--- config.mk ---
export PLATFORM = sky130hd
export DESIGN_NAME = residual_mapper_flat
export DESIGN_NICKNAME = d
export VERILOG_FILES = /design/src/source/jls_pkg.sv /design/src/source/jls_ifs.sv /design/src/source/residual_mapper.sv /design/src/flat_wrapper.sv
export VERILOG_INCLUDE_DIRS = /design/src /design/src/source
export SDC_FILE = /design/constraint.sdc
export NUM_CORES = 1
export LEC_CHECK = 0
export CORE_MARGIN = 2
export CORE_UTILIZATION = 55
export DETAILED_ROUTE_END_ITERATION = 7
export DONT_BUFFER_PORTS = 1
export PLACE_DENSITY = 0.7
export SLEW_MARGIN = 20
export SYNTH_ARGS = -nofsm -noshare
export SYNTH_HDL_FRONTEND = slang
export SYNTH_SLANG_ARGS = --single-unit
--- constraint.sdc ---
create_clock -name clk -period 6.6 [get_ports clk]
set_input_delay 0.66 -clock clk [delete_from_list [all_inputs] [get_ports clk]]
set_output_delay 0.66 -clock clk [all_outputs]
set_load 0.01 [all_outputs]
--- src/source/jls_params.svh ---
`ifndef JLS_PARAMS_SVH
`define JLS_PARAMS_SVH

// ------------------------------------------------------------
// data widths
// ------------------------------------------------------------
`define JLS_PIX_W       8    // grey pixel
`define JLS_DIM_W       14   // column index, dimension minus one
`define JLS_MIN_W       4    // smallest width-minus-one accepted
`define JLS_WORD_W      16   // output word
`define JLS_CODE_W      24   // code field, longest code is 23 bits
`define JLS_LEN_W       5    // code length field
`define JLS_BUF_W       64   // packer accumulator

// golomb-rice constants, fixed for all frames
`define JLS_K           2
`define JLS_UNARY_MAX   14   // escape at this prefix length or above

`define JLS_HDR_WORDS   13   // file header length in words
`define JLS_DRAIN_CYCLES 5   // idle cycles before flush, covers the pipeline

`endif

--- src/source/jls_pkg.sv ---
`default_nettype none

`include "jls_params.svh"

package jls_pkg;

    typedef logic [`JLS_PIX_W-1:0]  pixel_t;    // pixel value
    typedef logic [`JLS_DIM_W-1:0]  dim_t;      // column or dimension minus one
    typedef logic [`JLS_PIX_W-1:0]  merr_t;     // mapped error 0..255
    typedef logic [`JLS_CODE_W-1:0] code_t;     // left-aligned code bits
    typedef logic [`JLS_LEN_W-1:0]  codelen_t;  // code length in bits
    typedef logic [`JLS_WORD_W-1:0] word_t;     // output stream word

    // frame control states
    typedef enum logic [2:0] {
        IDLE,    // waiting for i_sof
        HEADER,  // header words going out
        PIXELS,  // accepting pixels
        DRAIN,   // pipeline emptying
        FOOTER   // waiting for packer flush, then end marker
    } ctrl_state_t;

endpackage

`default_nettype wire

--- src/source/jls_ifs.sv ---
`timescale 1ns/1ps
`default_nettype none


// pixel with its neighbours, line buffer -> mapper
interface ctx_if;
    import jls_pkg::*;
    logic   valid;
    pixel_t x;
    pixel_t a;  // left
    pixel_t b;  // above
    pixel_t c;  // above-left
    modport src (output valid, x, a, b, c);
    modport dst (input  valid, x, a, b, c);
endinterface


`default_nettype wire

--- src/source/residual_mapper.sv ---
`timescale 1ns/1ps
`default_nettype none

`include "jls_params.svh"

module residual_mapper (
    input  wire              clk,
    input  wire              reset,
    ctx_if.dst               ctx,
    output logic             o_valid,
    output jls_pkg::merr_t   o_merr
);
    import jls_pkg::*;

    pixel_t nb_max;
    pixel_t nb_min;
    pixel_t px;                            // prediction
    logic signed [`JLS_PIX_W-1:0] err;     // error mod 256, -128..127
    merr_t merr;

    // ------------------------------------------------------------
    // median edge predictor
    // ------------------------------------------------------------
    always_comb begin
        nb_max = (ctx.a > ctx.b) ? ctx.a : ctx.b;
        nb_min = (ctx.a > ctx.b) ? ctx.b : ctx.a;
        if (ctx.c >= nb_max)
            px = nb_min;                   // edge above or left
        else if (ctx.c <= nb_min)
            px = nb_max;
        else
            px = ctx.a + ctx.b - ctx.c;    // lies between min and max, no wrap
    end

    // 8-bit subtract wraps, read back as signed
    assign err = ctx.x - px;

    // non-negative map: 2e or -2e-1
    // -2e-1 is just the inverse of 2e
    assign merr = err[`JLS_PIX_W-1] ? ~{err[`JLS_PIX_W-2:0], 1'b0}
                                    :  {err[`JLS_PIX_W-2:0], 1'b0};

    always_ff @(posedge clk) begin
        if (reset) o_valid <= 1'b0;
        else       o_valid <= ctx.valid;
        o_merr <= merr;
    end

endmodule

`default_nettype wire

--- src/flat_wrapper.sv ---
// flat-port wrapper written by rule: the top's interface ports become plain ports
module residual_mapper_flat import jls_pkg::*;
  (clk, reset, o_valid, o_merr, ctx_valid, ctx_x, ctx_a, ctx_b, ctx_c);
  ctx_if ctx_i ();
  input  wire clk;
  input  wire reset;
  output logic o_valid;
  output jls_pkg::merr_t o_merr;
  input wire logic [$bits(ctx_i.valid)-1:0] ctx_valid;
  input wire logic [$bits(ctx_i.x)-1:0] ctx_x;
  input wire logic [$bits(ctx_i.a)-1:0] ctx_a;
  input wire logic [$bits(ctx_i.b)-1:0] ctx_b;
  input wire logic [$bits(ctx_i.c)-1:0] ctx_c;
  assign ctx_i.valid = ctx_valid;
  assign ctx_i.x = ctx_x;
  assign ctx_i.a = ctx_a;
  assign ctx_i.b = ctx_b;
  assign ctx_i.c = ctx_c;
  residual_mapper u_core (.clk(clk), .reset(reset), .ctx(ctx_i), .o_valid(o_valid), .o_merr(o_merr));
endmodule
=== After elaboration in Yosys (flattened, before gate mapping) ===
Cells that the tools add are included.

* Output and inout port bits: 9
* Input port bits: 35
* Logic and storage cells: 15
* Register bits: 9

* Add/subtract/negate cells: 3
* Order comparisons: 3
* Muxes and demuxes: 5
* Bitwise logic cells: 1

{| class="wikitable"
|+ Operator list
! operator !! count
|-
| 8-bit two-way mux || 5
|-
| 8-bit subtractor || 2
|-
| 8-bit adder || 1
|-
| 8-bit >= comparator || 1
|-
| 8-bit greater-than comparator || 1
|-
| 8-bit less-or-equal comparator || 1
|-
| 8-bit NOT || 1
|}

=== Longest topological paths before layout ===
* Depth after elaboration: 8
* Depth in mapped cells: 27
* Gate-level depth less buffers: 24

=== Worst setup path before layout ===
OpenSTA, ideal clock, no wires.

* Kind: in2reg
* Start: in ctx_b[1]
* End: reg u_core.o_merr[3]
* Setup slack: 1195 ps
* Buffers on the path: 3
* Library setup time: 129 ps
* Cell stages on the path: 26
* Required time: 6471 ps
* Arrival time: 5275 ps
* Cells stage by stage: inv_1 > ha_1 > nor2b_1 > o211ai_2 > a21oi_2 > o22ai_4 > clkbuf_4 > buf_2 > mux2i_1 > ha_1 > nor2b_1 > o211ai_1 > a211oi_1 > nor2_1 > clkbuf_1 > nor2_1 > a21oi_1 > a21oi_1 > ha_1 > nor2b_1 > o21ai_1 > a21boi_2 > o21ai_1 > a21oi_1 > xor2_2 > xnor3_1

* Cells in the longest elaborated chain, start to end: 8
* Elaborated cells on any way between the ends: 12
* Those cells by class: add/sub (3); order compare (3); mux (5); bitwise (1)

{| class="wikitable"
|+ RTL lines
! what !! line !! RTL
|-
| start, declared || flat_wrapper.sv:12 || <nowiki>input wire logic [$bits(ctx_i.b)-1:0] ctx_b;</nowiki>
|-
| 8-bit greater-than comparator || residual_mapper.sv:25, residual_mapper.sv:26 ||
|-
| 8-bit two-way mux || residual_mapper.sv:26 || <nowiki>nb_min = (ctx.a > ctx.b) ? ctx.b : ctx.a;</nowiki>
|-
| 8-bit less-or-equal comparator || residual_mapper.sv:29 || <nowiki>else if (ctx.c <= nb_min)</nowiki>
|-
| 8-bit two-way mux || residual_mapper.sv:29 ||
|-
| 8-bit two-way mux * || residual_mapper.sv:27 || <nowiki>if (ctx.c >= nb_max)</nowiki>
|-
| 8-bit subtractor * || residual_mapper.sv:36 || <nowiki>assign err = ctx.x - px;</nowiki>
|-
| 8-bit NOT || residual_mapper.sv:40 || <nowiki>assign merr = err[`JLS_PIX_W-1] ? ~{err[`JLS_PIX_W-2:0], 1'b0}</nowiki>
|-
| 8-bit two-way mux * || residual_mapper.sv:40 ||
|-
| net u_core.merr[3] || residual_mapper.sv:19 || <nowiki>merr_t merr;</nowiki>
|-
| end signal, assigned || residual_mapper.sv:46 || <nowiki>o_merr <= merr;</nowiki>
|-
| end, declared || residual_mapper.sv:11 || <nowiki>output jls_pkg::merr_t o_merr</nowiki>
|}

The timed path passes the listed nets; every way through them passes the cells marked *.
A chain may end at the register's enable or synchronous reset.

=== Worst setup path in the final report ===
* Start: in ctx_b[1]
* End: reg u_core.o_merr[4]

Same word-level chain as after synthesis.

==> results.cfg <==
[pwr]
ir_drop_mv = 0.159
leakage_nw = 1.14
powerDensity_nw_per_um2 = 290

[die]
initial_core_util_pct = 57.4
die_w_um = 65.8
coreArea_um2 = 3660
dieArea_um2 = 4330
fp-row-count = 22
dieHeight_um = 65.8
io_pins = 44

[setup_path]
worstSetupStartpointType = input port
cp_cell_sequence = inv_1, ha_1, nor2b_1, o211ai_2, a21oi_2, o22ai_4, buf_4, nor2_1, a21oi_1, ha_1, a21o_1, nand3_1, a21oi_1, nor2_1, buf_4, nor3_1, a211oi_1, a21o_1, ha_1, or3_1, o21ai_0, a21oi_1, xor2_2, xnor3_1
worst_ep_arrival_time_ns = 5.67
path_buf_inv = 3
worstSetupEndpointType = flip-flop
cp_num_cells = 24
path_delay_family = compound AO/OA/AOI/OAI gates
worst_ep_required_time_ns = 6.71
slowest_stage = xor2_2
slowest_delay_ns = 0.47
critPathLaunch = ctx_b[1]
crit_fanout = 13
critPathKind = in2reg

[final_layout]
finalNonFillerCells = 283
final_nets = 319
syn2layout_area_growth_pct = 3.87
fillers = 336
drive_gt1_share_pct = 8.94
n_antenna_cell = 0

[synthesis]
synth_edf_count = 0
synth-compound-area-share_pct = 19.1
async_flop_share_pct = 0
syn_area_per_cell_um2 = 8.98
ys_ff_latch = 9
yosysWarningCount = 0
netlist_area_um2 = 2100
syn-num-nets = 317
synth.distinct_cells = 46
synth_simple_gate_area_share_pct = 10.1
ys.flop_type = dfxtp_1
syn_inst = 234
ys_seq_area_share_pct = 8.58
synth-xor-area-share_pct = 13.4
synth_fa_ha_area_share_pct = 31.4
synth_top_family_by_area = adder cells
synth_mux_area_share_pct = 9.17

[place]
dp_slack_ns = 0.841
dp_hpwl_um = 3520
numPlacedInstances = 279
gp_congestion = 0.863
numPortBuffers = 0

[job]
max-cap-violations = 0

[global_route]
grt_max_degree = 14
antenna_found_initial = 0
overflow = 0
grt_util_all_layers_pct = 20.8
grt_pass1_wl_um = 7040
first_global_vias = 1570

[cts]
cts_tree = yes
clkSinkCount = 9
clk_pin_slew_ns = 0.04
cts_buffers = 3
clockBufferDepth = 2
post_cts_buffers = 0
postCtsResizedCells = 0
root_buffer = clkbuf_8
hold_buffers = 0
h-tree-depth = 1

[detailed_routing]
drtAntennaViolNets = 0
vias = 1575
viasPerCell = 5.57
dr.pass1.iters = 4
drc = 0
drtIter0Drc = 42
wirelength_um = 4000
wl_per_cell_um = 14.1

[sta]
slew_headroom_pct = 62.8
max_freq_ghz = 0.180
setup_viol = 0
setup_ws_ns = 1.04
tightest_slew_ns = 0.557
final-hold-violation-count = 0
finalCritPeriodShare_pct = 84.3
finalMaxSlewViolations = 0
setup-tns-final_ns = 0
rsz0062_at_grt = false
period_needed_ns = 5.56
holdWs_ns = 0.493

[worst_hold_path]
worstHoldStart = reset
hp-class = in2reg
hold_path_depth = 1
hold_end = u_core.o_valid$_SDFF_PP0_

[status]
outcome = finished clean
==> metrics by stage <==
| step | utilization (%) | total power [W] | area [um^2] |
|---|---|---|---|
| after floorplan | - | 0.000518 | 2100 |
| final | 59.6 | 0.000633 | 2180 |
| after CTS | 59.6 | 0.000642 | 2180 |
| after global placement | 58.4 | 0.000567 | 2140 |
| after global routing | 59.6 | 0.000699 | 2180 |
| after detailed placement | 58.4 | 0.000574 | 2140 |
==> where the power goes <==
group          switching [W]  leakage, nW   total, W  internal [W]
Combinational       0.000200         1.04   0.000459      0.000259
Clock              0.0000211       0.0228  0.0000632     0.0000420
Sequential         0.0000223       0.0758   0.000111     0.0000889
Total               0.000243         1.14   0.000633      0.000390
==> layout by cell type, fill, tap and decap left out, types with 6 or more instances in the layout <==
cell	instances
ha_1	40
inv_1	36
a21oi_1	19
mux2i_1	17
nor2_1	14
xnor2_1	9
dfxtp_1	9
nand2_1	8
fa_1	8
o21ai_0	6
==> registers in the layout, summed over array words and instances, names as in the netlist <==
| name | flops |
|---|---|
| u_core.o_merr | 8 |
| u_core.o_valid | 1 |
==> per-layer routing <==
| metal | wire (um) | GRT usage, % |
|---|---|---|
| met5 | 0 | 0 |
| met1 | 1880 | 28.5 |
| met3 | 262 | 5.11 |
| met4 | 12 | 3.13 |
| met2 | 1850 | 34.0 |
==> how the worst max path moves through the flow <==
stage,slack (ns),end
finish,1.04,u_core.o_merr[4]$_DFF_P_
global route,0.62,u_core.o_merr[4]$_DFF_P_
CTS,1.07,u_core.o_merr[3]$_DFF_P_
detailed placement,0.84,u_core.o_merr[3]$_DFF_P_
global placement,0.90,u_core.o_merr[7]$_DFF_P_
floorplan,1.20,u_core.o_merr[3]$_DFF_P_
==> area by class of cell <==
cell class / instances / area, um^2 / share of cell area [%]
Clock buffer: 4 / 45.0 / 2.06
Inverter: 36 / 135 / 6.19
Timing Repair Buffer: 2 / 15.0 / 0.688
Sequential cell: 9 / 180 / 8.26
Multi-Input combinational cell: 184 / 1750 / 80.0
Tap cell: 48 / 60.1 / 2.75
==> Yosys cell counts, types with 2 or more instances <==
master	number	area (um^2)
ha_1	40	500
inv_1	36	135
a21oi_1	19	95.1
mux2i_1	17	170
nor2_1	14	52.6
dfxtp_1	9	180
xnor2_1	9	78.8
fa_1	8	160
nand2_1	8	30.0
o21ai_0	6	30.0
a211oi_1	5	37.5
a21o_1	5	37.5
xnor3_1	5	113
nand4_1	4	25.0
nor2b_1	4	25.0
o21a_1	4	30.0
nor3_1	3	15.0
o21ai_1	3	15.0
xor2_1	3	26.3
buf_6	2	22.5
mux2_2	2	22.5
o21bai_1	2	15.0
or3_1	2	12.5
xor3_1	2	47.6
==> logic make-up (layout without fill, tap and decap cells) <==
group / after synthesis / count (layout)
AOI/OAI and AO/OA: 56 / 56
adders and majority gates: 48 / 48
and+or+nand+nor: 41 / 41
buffers and inverters: 41 / 42
xor gates and xnor gates: 20 / 20
muxes: 19 / 19
DFF: 9 / 9
No activity file was read; power rests on OpenSTA's default activity.
