**src/source/jls_params.svh**
```systemverilog
`ifndef JLS_PARAMS_SVH
`define JLS_PARAMS_SVH

// ------------------------------------------------------------
// data widths
// ------------------------------------------------------------
`define JLS_PIX_W       8    // grey pixel
`define JLS_DIM_W       14   // column index, dimension minus one
`define JLS_MIN_W       4    // smallest width-minus-one accepted
`define JLS_WORD_W      16   // output word
`define JLS_CODE_W      24   // code field, longest code is 23 bits
`define JLS_LEN_W       5    // code length field
`define JLS_BUF_W       64   // packer accumulator

// golomb-rice constants, fixed for all frames
`define JLS_K           2
`define JLS_UNARY_MAX   14   // escape at this prefix length or above

`define JLS_HDR_WORDS   13   // file header length in words
`define JLS_DRAIN_CYCLES 5   // idle cycles before flush, covers the pipeline

`endif

```
**src/source/jls_pkg.sv**
```systemverilog
`default_nettype none

`include "jls_params.svh"

package jls_pkg;

    typedef logic [`JLS_PIX_W-1:0]  pixel_t;    // pixel value
    typedef logic [`JLS_DIM_W-1:0]  dim_t;      // column or dimension minus one
    typedef logic [`JLS_PIX_W-1:0]  merr_t;     // mapped error 0..255
    typedef logic [`JLS_CODE_W-1:0] code_t;     // left-aligned code bits
    typedef logic [`JLS_LEN_W-1:0]  codelen_t;  // code length in bits
    typedef logic [`JLS_WORD_W-1:0] word_t;     // output stream word

    // frame control states
    typedef enum logic [2:0] {
        IDLE,    // waiting for i_sof
        HEADER,  // header words going out
        PIXELS,  // accepting pixels
        DRAIN,   // pipeline emptying
        FOOTER   // waiting for packer flush, then end marker
    } ctrl_state_t;

endpackage

`default_nettype wire

```
**src/source/golomb_coder.sv**
```systemverilog
`timescale 1ns/1ps
`default_nettype none

`include "jls_params.svh"

module golomb_coder (
    input  wire                  clk,
    input  wire                  reset,
    input  wire                  i_valid,
    input  wire jls_pkg::merr_t  i_merr,
    output logic                 o_valid,
    output jls_pkg::code_t       o_code,
    output jls_pkg::codelen_t    o_len
);
    import jls_pkg::*;

    merr_t    q;     // unary prefix length
    codelen_t len;
    code_t    code;

    always_comb begin
        q = i_merr >> `JLS_K;
        if (q < merr_t'(`JLS_UNARY_MAX)) begin
            // q zeros, stop bit, k low bits
            len  = codelen_t'(q) + codelen_t'(`JLS_K + 1);
            code = code_t'({1'b1, i_merr[`JLS_K-1:0]}) << (`JLS_CODE_W - len);
        end else begin
            // escape: max zeros, stop bit, merr-1 in full
            len  = codelen_t'(`JLS_UNARY_MAX + 1 + `JLS_PIX_W);
            code = code_t'({1'b1, i_merr - merr_t'(1)}) << (`JLS_CODE_W - len);
        end
    end

    always_ff @(posedge clk) begin
        if (reset) o_valid <= 1'b0;
        else       o_valid <= i_valid;
        o_code <= code;
        o_len  <= len;
    end

endmodule

`default_nettype wire

```
**config.mk**
```make
export PLATFORM = sky130hd
export DESIGN_NAME = golomb_coder
export DESIGN_NICKNAME = d
export VERILOG_FILES = /design/src/source/jls_pkg.sv /design/src/source/golomb_coder.sv
export VERILOG_INCLUDE_DIRS = /design/src /design/src/source
export SDC_FILE = /design/constraint.sdc
export NUM_CORES = 1
export LEC_CHECK = 0
export BUFFER_PORTS_ARGS = -buffer_cell sky130_fd_sc_hd__buf_4
export CORE_MARGIN = 2
export CORE_UTILIZATION = 33
export CTS_CLUSTER_SIZE = 30
export DETAILED_ROUTE_END_ITERATION = 7
export MAX_ROUTING_LAYER = met4
export PLACE_DENSITY = 0.54
export SKIP_CTS_REPAIR_TIMING = 1
export SLEW_MARGIN = 25
export SYNTH_ARGS = -nofsm -noshare
export SYNTH_HDL_FRONTEND = slang
export SYNTH_SLANG_ARGS = --single-unit
```
**constraint.sdc**
```tcl
create_clock -name clk -period 4.25 [get_ports clk]
set_clock_uncertainty 0.05 [all_clocks]
set_input_delay 0.425 -clock clk [delete_from_list [all_inputs] [get_ports clk]]
set_output_delay 0.425 -clock clk [all_outputs]
set_load 0.01 [all_outputs]
```
# Yosys cells after proc, flatten, opt, wreduce, memory -nomap -nowiden
# Cells that the tools add are included.
# word_totals
register_bits	30
input_bits	11
# op_classes
add_sub_neg	3
magnitude_cmp	1
shifts	1
mux	1
# ops
operator	n
3-bit by 32-bit left shift with 24-bit output	1
9-bit two-way mux	1
8-bit by 1-bit subtractor with 8-bit output, second input constant	1
6-bit by 4-bit less-than comparator with 1-bit output, second input constant	1
5-bit by 5-bit subtractor with 6-bit output, first input constant	1
5-bit by 2-bit adder with 5-bit output, second input constant	1

# Depth between registers and ports, before layout
# Gate-level depths: netlist of run 1.
# depth
word_depth	4
depth_mapped	9
depth_no_buf	7

# Worst setup path before layout of run 1
# OpenSTA, ideal clock, no wires.
# synth_path
path_kind	input port to flip-flop
start	input port i_merr[2]
end	register o_code[4]
setup_ps	130
t_arrival_ps	1934
required_time_ps	4070
path_slack_ps	2135
stages	9
path_buffers	2
cell_sequence	buf_6 inv_1 ha_1 buf_4 and2_0 o31ai_1 o21ai_2 a22oi_1 o31ai_1
# synth_between
elab_chain_cells	4
word_cells_on_any_way	6
cone_classes	add/sub (3); order compare (1); shift (1); mux (1)
# synth_rtl
element	line	text
from (decl)	golomb_coder.sv:10	input wire jls_pkg::merr_t i_merr,
5-bit by 2-bit adder with 5-bit output	golomb_coder.sv:25	len = codelen_t'(q) + codelen_t'(`JLS_K + 1);
5-bit by 5-bit subtractor with 6-bit output (no line)	n/a	
3-bit by 32-bit left shift with 24-bit output	golomb_coder.sv:26	code = code_t'({1'b1, i_merr[`JLS_K-1:0]}) << (`JLS_CODE_W - len);
9-bit two-way mux *	golomb_coder.sv:23	if (q < merr_t'(`JLS_UNARY_MAX)) begin
named net code[4]	golomb_coder.sv:19	code_t code;
to (signal assigned)	golomb_coder.sv:37	o_code <= code;
to (decl)	golomb_coder.sv:12	output jls_pkg::code_t o_code,
# Mark *: on every way through the listed nets, which the timed path passes. The rest lies on a longest branch.
# A chain may end at the register's enable or synchronous reset.

# Worst setup path after layout of run 1
# layout_path
start	input port i_merr[3]
end	register o_code[9]
# layout_between
elab_chain_cells	3
word_cells_on_any_way	4
cone_classes	add/sub (2); order compare (1); shift (1)
# layout_rtl
element	line
5-bit by 2-bit adder with 5-bit output	golomb_coder.sv:25
5-bit by 5-bit subtractor with 6-bit output (no line)	n/a
3-bit by 32-bit left shift with 24-bit output	golomb_coder.sv:26
# Parallel ways exist; a longest one is shown, timed or not.

==> results of run 1 <==
[power groups by stage]
stage	Clock, mW	Sequential (mW)	Combinational [mW]
after floorplan	0	0.310	0.0934
after global placement	0	0.303	0.142
after detailed placement	0	0.304	0.143
after CTS	0.209	0.297	0.144
after global routing	0.222	0.298	0.156
final	0.202	0.297	0.143
[cell usage in the layout (no fill, tap or decap), drive strengths merged, types with 2 or more instances in the layout]
cell,count
o31ai,8
ha,6
and2,3
and3,2
nand3b,2
o21ai,7
clkbuf,7
buf,40
a22oi,2
o211ai,2
nor3,6
xnor2,6
nand2,19
xor2,3
o22ai,2
dfxtp,30
nor2,16
nand3,3
nand2b,5
inv,5
a21oi,3
[per-stage QoR]
step	setup slack [ns]	area [µm²]	instances
final	1.983	1872	242
after global routing	1.839	1872	242
after CTS	1.994	1872	242
after detailed placement	1.709	1795	235
after global placement	1.877	1795	235
after floorplan	2.135	1491	150
[cells by family after synthesis]
group / after synthesis / synth area share
and+or+nand+nor: 59 / 0.2014
AOI/OAI and AO/OA: 32 / 0.2014
DFF: 30 / 0.4027
buffers and inverters: 12 / 0.05369
xor gates and xnor gates: 10 / 0.08305
adders and majority gates: 6 / 0.05033
muxes: 1 / 0.007550
[sequential cells by signal, indices dropped and copies added (netlist names)]
name     count
o_code      24
o_len        5
o_valid      1
[worst max-delay path by stage]
stage	startpoint	end	slack, ns	cells past startpoint
6_report	i_merr[3]	o_code[9]	1.98	8
5_1_grt	i_merr[2]	o_code[9]	1.84	8
2_1_floorplan	i_merr[2]	o_code[4]	2.14	9
3_5_place_dp	i_merr[2]	o_code[9]	1.71	8
3_3_place_gp	i_merr[3]	o_code[9]	1.88	8
4_1_cts	i_merr[3]	o_code[9]	1.99	8
[layer usage]
metal | global-route usage | vias to the layer above | wire length, µm
li1 | - | 595 | -
met3 | 0.04079 | 7 | 212
met5 | - | - | 0
met4 | 0.05031 | 0 | 55
met2 | 0.2058 | 41 | 1439
met1 | 0.1725 | 544 | 1493
[final cells by class]
type	count	area [µm²]	share of cell area
multi-input cells	108	810.8	0.4332
flip-flops and latches	30	600.6	0.3209
repair buffers	40	300.3	0.1604
clock buffers	7	76.32	0.04078
well taps	52	65.06	0.03476
inverters	5	18.77	0.01003
==> summary.txt, run 1 <==
outcome = finished clean
# setup viols final = 0
hold path start = reset
1st-pass router iterations = 4
CTS buffer count = 5
vias = 1187
Die Area = 5073 µm²
CTS tree = built
I/O Pins = 41
flop and latch count out of synthesis = 30
Post-synth top cells = dfxtp_1, nand2_1, nor2_1
Tot GR Track Use = 0.1362
CP Data Arrival Time = 2.33 ns
worst path required time = 4.31 ns
maximum vdd drop = 104.1 µV
max_cap viols = 0
first-pass GRT wire length = 5.230 mm
routed len/inst = 13.22 µm
hold path depth = 2
Final Hold Slack = 0.2511 ns
WP buf/inv = 2
Leakage = 0.7855 nW
WHS Endpoint = o_valid
worst-path maximum fanout = 9
Largest delay share family, worst path = compound AO/OA/AOI/OAI gates
CP max-delay cell = ha_1
setup tns final = 0 ns
fin crit period = 2.267 ns
Die X = 71.23 µm
Net Count, Synth = 167
clock share of power = 0.314
fin util = 0.4299
buffers added on ports = 40
post-synthesis area per instance = 9.943 µm²
Pint = 0.4663 mW
HP Class = input pin to flip-flop
area leader, netlist = dfxtp_1
Largest stage delay, worst path = 0.44 ns
Seq/Total Area, Yosys = 0.4027
DR vias/cell = 4.905
initial antenna violation count = 0
Synthesis Warnings = 0
Max Clock Freq = 441.1 MHz
Combinational Power Share = 0.223
clock buffer depth = 2
Net count, final = 207
clock root buffer master = clkbuf_8
slew margin rel. = 0.5789
top_reg_cell synth = dfxtp_1
Area Overhead vs Synth = 25.50%
DP HPWL = 2.458 mm
RSZ-0062 raised after global routing = no
DRT antenna net count = 0
pwr/cell area = 343.0 nW/µm²
ranking of synthesized cells by area = dfxtp_1, ha_1, nand2_1
Placer Congestion = 0.8462
DR DRC count = 0
Final Hold Viols = 0
fraction of registers with async set/reset = 0
filler instances = 435
switching share of power = 0.2739
Tot Pwr = 0.6421 mW
Die Y = 71.23 µm
P_sw = 0.1759 mW
Yosys cell types = 46
drt total wl = 3.200 mm
Post-synth EDFFs = 0
Crit. End Element = flip-flop
Least-Margin Pin Slew = 0.6316 ns
Ant. Diodes = 0
Post-Synthesis Cells = 150
CORE AREA = 4354 µm²
vias in the first global route = 1097
crit-path cells = buf_4 -> inv_1 -> ha_1 -> and2_0 -> o21ai_0 -> and3_1 -> o21ai_2 -> o221ai_1
clk sinks = 30
initial DRC count = 32
grt ovf = 0
Final period util = 0.5334
top cell type's share of synthesized area = 0.4027
Reg clk slew, reported paths = 0.06 ns
fraction of power consumed by sequential logic = 0.463
mapped cell area = 1491 µm²
Initial Utilization = 0.3425
Row Count = 24
startpoint types = input pin
WS Path Type = input pin to flip-flop
H-tree depth = 2
Slew Limit Fails = 0
largest net degree at the start of global routing = 17
most common cell in the synthesized netlist = dfxtp_1
layout cells sized above 1 = 0.3263
Note: power is estimated with default switching activity, not from simulation.
==> inputs of run 2 (changes only) <==
--- a/config.mk
+++ b/config.mk
@@ -6,13 +6,14 @@
 export SDC_FILE = /design/constraint.sdc
 export NUM_CORES = 1
 export LEC_CHECK = 0
+export ABC_AREA = 1
 export BUFFER_PORTS_ARGS = -buffer_cell sky130_fd_sc_hd__buf_4
 export CORE_MARGIN = 2
 export CORE_UTILIZATION = 33
 export CTS_CLUSTER_SIZE = 30
 export DETAILED_ROUTE_END_ITERATION = 7
 export MAX_ROUTING_LAYER = met4
-export PLACE_DENSITY = 0.54
+export PLACE_DENSITY = 0.55
 export SKIP_CTS_REPAIR_TIMING = 1
 export SLEW_MARGIN = 25
 export SYNTH_ARGS = -nofsm -noshare
==> constraint.sdc (replaced) <==
create_clock -name clk -period 1.9 [get_ports clk]
set_clock_uncertainty 0.05 [all_clocks]
set_input_delay 0.19 -clock clk [delete_from_list [all_inputs] [get_ports clk]]
set_output_delay 0.19 -clock clk [all_outputs]
set_load 0.01 [all_outputs]
==> run 2 against run 1 <==
Against the previous run:
- area after synthesis is 7.5% higher
- setup slack lost 1.7 ns
- non-clock buffer count is 5 higher
- worst hold slack got worse by 0.23 ns
- final cell count increased by 26%
- routed wire length increased by 9.0%
- cell area is 9.6% higher
- combinational power increased to 2.6 times the previous value
- global-route usage rose by 0.86 points
- power increased by 130%
- sequential share of layout area shrank 2.8 points
- die area grew 7.0%
- highest routed layer unchanged
==> summary.txt, run 2 <==
outcome = finished clean (unchanged)
Largest register FFs = 24 (unchanged)
most frequent cells in the layout = buf_4, nand2_1, dfxtp_1, nor2_1, inv_1 (was buf_4, dfxtp_1, nand2_1, nor2_1, o31ai_1)
Post-synth EDFFs = 0 (unchanged)
fraction of power consumed by sequential logic = 0.444 (was 0.463)
fraction of registers with async set/reset = 0 (unchanged)
layout cells sized above 1 = 0.3840 (was 0.3263)
CORE AREA = 4692 µm² (was 4354 µm²)
commonest non-fill, non-tap cell in the layout = buf_4 (unchanged)
vias = 1363 (was 1187)
Combinational Power Share = 0.248 (was 0.223)
ranking of synthesized cells by area = dfxtp_1, nand2_1, nand2_4 (was dfxtp_1, ha_1, nand2_1)
DP HPWL = 2.760 mm (was 2.458 mm)
Placer Congestion = 0.8790 (was 0.8462)
max_cap viols = 0 (unchanged)
largest net degree at the start of global routing = 14 (was 17)
Design Area, Final = 2052 µm² (was 1872 µm²)
vias in the first global route = 1259 (was 1097)
worst-path maximum fanout = 13 (was 9)
end of the critical path = o_code[4] (was o_code[9])
setup tns final = 0 ns (unchanged)
Final Hold Viols = 0 (unchanged)
DR DRC count = 0 (unchanged)
Post-Synthesis Cells = 202 (was 150)
Initial Utilization = 0.3416 (was 0.3425)
DR vias/cell = 4.484 (was 4.905)
WS Path Type = input pin to flip-flop (unchanged)
largest family of logic cells by synthesized area = simple AND/OR/NAND/NOR gates (was compound AO/OA/AOI/OAI gates)
Least-Margin Pin Slew = 0.2668 ns (was 0.6316 ns)
Max Clock Freq = 623.2 MHz
initial antenna violation count = 0 (unchanged)
pwr/cell area = 729.7 nW/µm² (was 343.0 nW/µm²)
clock buffer depth = 2 (unchanged)
Post-Synth Simple-Gate Area = 0.4247 (was 0.2013)
Synthesis Warnings = 0 (unchanged)
Die Area = 5430 µm² (was 5073 µm²)
startpoint types = input pin (unchanged)
Final period util = 0.8446
Tot GR Track Use = 0.1449 (was 0.1362)
clk sinks = 30 (unchanged)
Placed Instance Area = 1973 µm² (was 1795 µm²)
CP Data Arrival Time = 1.77 ns (was 2.33 ns)
flop and latch count out of synthesis = 30 (unchanged)
compound-gate portion of the synthesized area = 0.04137 (was 0.2013)
Top Registers = o_code (24), o_len (5), o_valid (1) (unchanged)
RSZ-0062 raised after global routing = no (unchanged)
Leakage = 1.025 nW (was 0.7855 nW)
initial DRC count = 48 (was 32)
I/O Pins = 41 (unchanged)
1st-pass router iterations = 4 (unchanged)
Die Y = 73.69 µm (was 71.23 µm)
clock root buffer master = clkbuf_8 (unchanged)
most flop-heavy register = o_code (unchanged)
Critical path origin = i_merr[3] (unchanged)
first-pass GRT wire length = 5.830 mm (was 5.230 mm)
top_reg_cell synth = dfxtp_1 (unchanged)
grt ovf = 0 (unchanged)
mapped cell area = 1603 µm² (was 1491 µm²)
H-tree depth = 2 (unchanged)
Post-Synth XOR/XNOR Area = 0.01639 (was 0.08305)
P_sw = 0.4575 mW (was 0.1759 mW)
slew margin rel. = 0.8215 (was 0.5789)
post-synthesis mux area share = 0 (was 0.007550)
Synth Area in Adders = 0.04684 (was 0.05034)
Yosys cell types = 32 (was 46)
Net count, final = 267 (was 207)
# setup viols final = 0 (unchanged)
switching share of power = 0.3056 (was 0.2739)
maximum vdd drop = 262.3 µV (was 104.1 µV)
Reg clk slew, reported paths = 0.06 ns (about the same)
Post-synth top cells = nand2_1, dfxtp_1, nor2_1 (was dfxtp_1, nand2_1, nor2_1)
post-synthesis area per instance = 7.935 µm² (was 9.943 µm²)
clock share of power = 0.308 (was 0.314)
Slew Limit Fails = 0 (unchanged)
drt total wl = 3.487 mm (was 3.200 mm)
CTS tree = built (unchanged)
CTS buffer count = 5 (unchanged)
worst path required time = 2.06 ns (was 4.31 ns)
buffers added on ports = 40 (unchanged)
area leader, netlist = dfxtp_1 (unchanged)
most common cell in the synthesized netlist = nand2_1 (was dfxtp_1)
fin crit period = 1.605 ns
Area Overhead vs Synth = 28.03% (was 25.50%)
Crit. End Element = flip-flop (unchanged)
top cell type's share of synthesized area = 0.3747 (was 0.4027)
Die X = 73.69 µm (was 71.23 µm)
routed len/inst = 11.47 µm (was 13.22 µm)
Net Count, Synth = 219 (was 167)
Ant. Diodes = 0 (unchanged)
Pint = 1.040 mW (was 0.4663 mW)
Seq/Total Area, Yosys = 0.3747 (was 0.4027)
Row Count = 25 (was 24)
HP Class = input pin to flip-flop (unchanged)
DRT antenna net count = 0 (unchanged)
==> run 2: worst min-delay path by stage <==
stage	start	endpoint	slack, ns	depth (start not counted)
after detailed placement	reset	o_valid	0.30	2
after CTS	reset	o_valid	0.02	2
after floorplan	reset	o_valid	0.21	1
after global placement	reset	o_valid	0.30	2
final	reset	o_valid	0.02	2
after global routing	reset	o_valid	0.03	2
==> run 2: logic make-up (layout without fill, tap and decap cells) <==
kind of cell	Yosys count	count (layout)
buffers and inverters	35	83
xor gates and xnor gates	3	3
DFF	30	30
and+or+nand+nor	117	117
adders and majority gates	6	6
AOI/OAI and AO/OA	11	11
==> run 2: cell type report <==
cell class | instances | area, µm²
inverter | 31 | 118.9
timing repair buffer | 45 | 337.8
clock buffer | 5 | 68.82
fill | 473 | 2640
sequential | 30 | 600.6
multi-input combinational | 137 | 848.3
clock inverter | 2 | 10.01
tap | 54 | 67.56
==> run 2: per-layer routing <==
| metal | vias to the layer above | GRT usage | wire length (µm) |
|---|---|---|---|
| met5 | - | - | 0 |
| met4 | 0 | 0.04646 | 44 |
| met3 | 4 | 0.03567 | 199 |
| met2 | 43 | 0.2212 | 1612 |
| met1 | 594 | 0.1877 | 1631 |
| li1 | 722 | - | - |
==> run 2: worst max-delay path, stage by stage <==
cell and delay [ns]:
buf_4 0.10, inv_1 0.08, ha_1 0.39, nand2_1 0.09
inv_2 0.10, nand2_4 0.07, nand3_4 0.20, nand2_4 0.12
nor2_8 0.18, nand2_2 0.09, clkinv_1 0.05, nand2_1 0.04
nand2_1 0.05
==> run 2: power groups by stage <==
| stage | Clock, mW | Sequential (mW) | Combinational (mW) |
|---|---|---|---|
| after floorplan | 0 | 0.693 | 0.239 |
| after global placement | 0 | 0.678 | 0.373 |
| after detailed placement | 0 | 0.679 | 0.371 |
| after CTS | 0.478 | 0.665 | 0.373 |
| after global routing | 0.503 | 0.666 | 0.415 |
| final | 0.461 | 0.665 | 0.372 |
==> run 2: per-stage QoR <==
step	total power, mW	setup WS (ns)	instances	hold WS [ns]	utilization
2_1_floorplan	0.9327	0.2691	202	0.2112	-
3_3_place_gp	1.052	0.05753	297	0.3030	0.4205
3_5_place_dp	1.050	0.03901	297	0.3027	0.4205
4_1_cts	1.516	0.3236	304	0.01797	0.4373
5_1_grt	1.584	0.1531	304	0.02629	0.4373
6_report	1.497	0.2953	304	0.02158	0.4373
==> inputs of run 3 (changes only) <==
--- a/config.mk
+++ b/config.mk
@@ -13,7 +13,7 @@
 export CTS_CLUSTER_SIZE = 30
 export DETAILED_ROUTE_END_ITERATION = 7
 export MAX_ROUTING_LAYER = met4
-export PLACE_DENSITY = 0.55
+export PLACE_DENSITY = 0.53
 export SKIP_CTS_REPAIR_TIMING = 1
 export SLEW_MARGIN = 25
 export SYNTH_ARGS = -nofsm -noshare
==> constraint.sdc (replaced) <==
create_clock -name clk -period 1.7 [get_ports clk]
set_clock_uncertainty 0.05 [all_clocks]
set_input_delay 0.17 -clock clk [delete_from_list [all_inputs] [get_ports clk]]
set_output_delay 0.17 -clock clk [all_outputs]
set_load 0.01 [all_outputs]
==> run 3 against run 2 <==
Against the previous run:
- power is 17% higher
- first-iteration DRC count is 21% lower
- routed wire length is 0.40% lower
- cell area is 5.1% higher
- count of clock-buffer cells in the layout is 2 higher
- clock power is 24% higher
- final cell count is 4.3% higher
- worst hold slack better by 0.034 ns
==> summary.txt, run 3 (synthesized netlist as in run 2, its figures left out) <==
outcome = finished clean (unchanged)
startpoint types = input pin (unchanged)
switching share of power = 0.2941 (was 0.3056)
CP Data Arrival Time = 1.64 ns (was 1.77 ns)
layout cells sized above 1 = 0.4068 (was 0.3840)
fin crit period = 1.481 ns
setup tns final = 0 ns (unchanged)
Row Count = 25 (unchanged)
multi-input logic area = 848.3 µm² (unchanged)
Top Registers = o_code (24), o_len (5), o_valid (1) (unchanged)
final worst setup slack = 0.2192 ns (was 0.2953 ns)
Max Clock Freq = 675.3 MHz
Final Hold Slack = 0.05585 ns (was 0.02158 ns)
Place WS = -0.09706 ns (was 0.03901 ns)
CORE AREA = 4692 µm² (unchanged)
clk sinks = 30 (unchanged)
slew margin rel. = 0.8049 (was 0.8215)
WL met1 = 1.531 mm (was 1.631 mm)
maximum vdd drop = 279.8 µV (was 262.3 µV)
Top Metal Used = met4 (unchanged)
Area Overhead vs Synth = 34.58% (was 28.03%)
clock root buffer master = clkbuf_8 (unchanged)
initial antenna violation count = 0 (unchanged)
grt ovf = 0 (unchanged)
Die Y = 73.69 µm (unchanged)
WHS Endpoint = o_valid (unchanged)
hold path start = i_valid (was reset)
worst-path maximum fanout = 7 (was 13)
first-pass GRT wire length = 5.775 mm (was 5.830 mm)
DRT antenna net count = 0 (unchanged)
worst path required time = 1.86 ns (was 2.06 ns)
Tot GR Track Use = 0.1455 (was 0.1449)
fraction of power consumed by sequential logic = 0.423 (was 0.444)
Placed Cells = 308 (was 297)
drt total wl = 3.473 mm (was 3.487 mm)
routed len/inst = 10.96 µm (was 11.47 µm)
DP HPWL = 2.889 mm (was 2.760 mm)
Tot Pwr = 1.756 mW (was 1.497 mW)
DR DRC count = 0 (unchanged)
Largest register FFs = 24 (unchanged)
Placed Instance Area = 2056 µm² (was 1973 µm²)
Placer Congestion = 0.8795 (was 0.8790)
Reg clk slew, reported paths = 0.06 ns (about the same)
most frequent cells in the layout = buf_4, nand2_1, dfxtp_1, nor2_1, inv_1 (unchanged)
fin util = 0.4597 (was 0.4373)
Die Area = 5430 µm² (unchanged)
WL met3 = 210 µm (was 199 µm)
initial DRC count = 38 (was 48)
Crit. End Element = flip-flop (unchanged)
Initial Utilization = 0.3416 (unchanged)
commonest non-fill, non-tap cell in the layout = buf_4 (unchanged)
H-tree depth = 2 (unchanged)
CTS tree = built (unchanged)
vias in the first global route = 1260 (was 1259)
Layout Cells excl Fill = 317 (was 304)
HP Class = input pin to flip-flop (unchanged)
most flop-heavy register = o_code (unchanged)
Leakage = 1.085 nW (was 1.025 nW)
RSZ-0062 raised after global routing = no (unchanged)
max_cap viols = 0 (unchanged)
I/O Pins = 41 (unchanged)
largest net degree at the start of global routing = 12 (was 14)
clock buffer depth = 2 (unchanged)
Net count, final = 279 (was 267)
met2 WL = 1.657 mm (was 1.612 mm)
DR vias/cell = 4.407 (was 4.484)
1st-pass router iterations = 4 (unchanged)
buffers added on ports = 40 (unchanged)
# setup viols final = 0 (unchanged)
pwr/cell area = 814.2 nW/µm² (was 729.7 nW/µm²)
CTS buffer count = 5 (unchanged)
P_sw = 0.5166 mW (was 0.4575 mW)
Combinational Power Share = 0.252 (was 0.248)
Seq. cell area = 600.6 µm² (unchanged)
Final Hold Viols = 0 (unchanged)
Die X = 73.69 µm (unchanged)
Final period util = 0.8711
Slew Limit Fails = 0 (unchanged)
WS Path Type = input pin to flip-flop (unchanged)
clock share of power = 0.325 (was 0.308)
Design Area, Final = 2157 µm² (was 2052 µm²)
hold path depth = 3 (was 2)
filler instances = 485 (was 473)
Least-Margin Pin Slew = 0.2926 ns (was 0.2668 ns)
Pint = 1.240 mW (was 1.040 mW)
vias = 1397 (was 1363)
Ant. Diodes = 0 (unchanged)
run 3: per-layer routing:
metal,vias up,track usage
met5,-,-
met4,0,0.06869
met3,6,0.03978
met2,34,0.2361
met1,606,0.1653
li1,751,-
run 3: critical path: stages:
cell and delay, ns:
buf_4 0.09, inv_1 0.07, ha_1 0.39, nand2_1 0.09, inv_2 0.09, nand2_4 0.07, nand3_4 0.13, buf_4 0.15
nand2_1 0.05, nand2_1 0.08, nand3_1 0.12, o21ai_1 0.15
run 3: power by group through the flow:
stage	clock [mW]	combinational, mW	sequential (mW)
floorplan	0	0.268	0.775
finish	0.571	0.443	0.742
global route	0.619	0.494	0.744
detailed placement	0	0.445	0.758
global placement	0	0.446	0.758
CTS	0.592	0.446	0.743
run 3: worst max path at each step:
stage,start,to,slack (ns)
finish,i_merr[3],o_code[5],0.22
global route,i_merr[3],o_code[5],0.07
CTS,i_merr[3],o_code[5],0.20
detailed placement,i_merr[3],o_code[5],-0.1
global placement,i_merr[3],o_code[5],-0.08
floorplan,i_merr[2],o_code[12],0.09
run 3: layout make-up:
type | instances | share of cell area
clock buffers | 7 | 0.04002
clock inverters | 1 | 0.002320
inverters | 31 | 0.05510
multi-input cells | 137 | 0.3933
flip-flops and latches | 30 | 0.2784
well taps | 54 | 0.03132
repair buffers | 57 | 0.1995
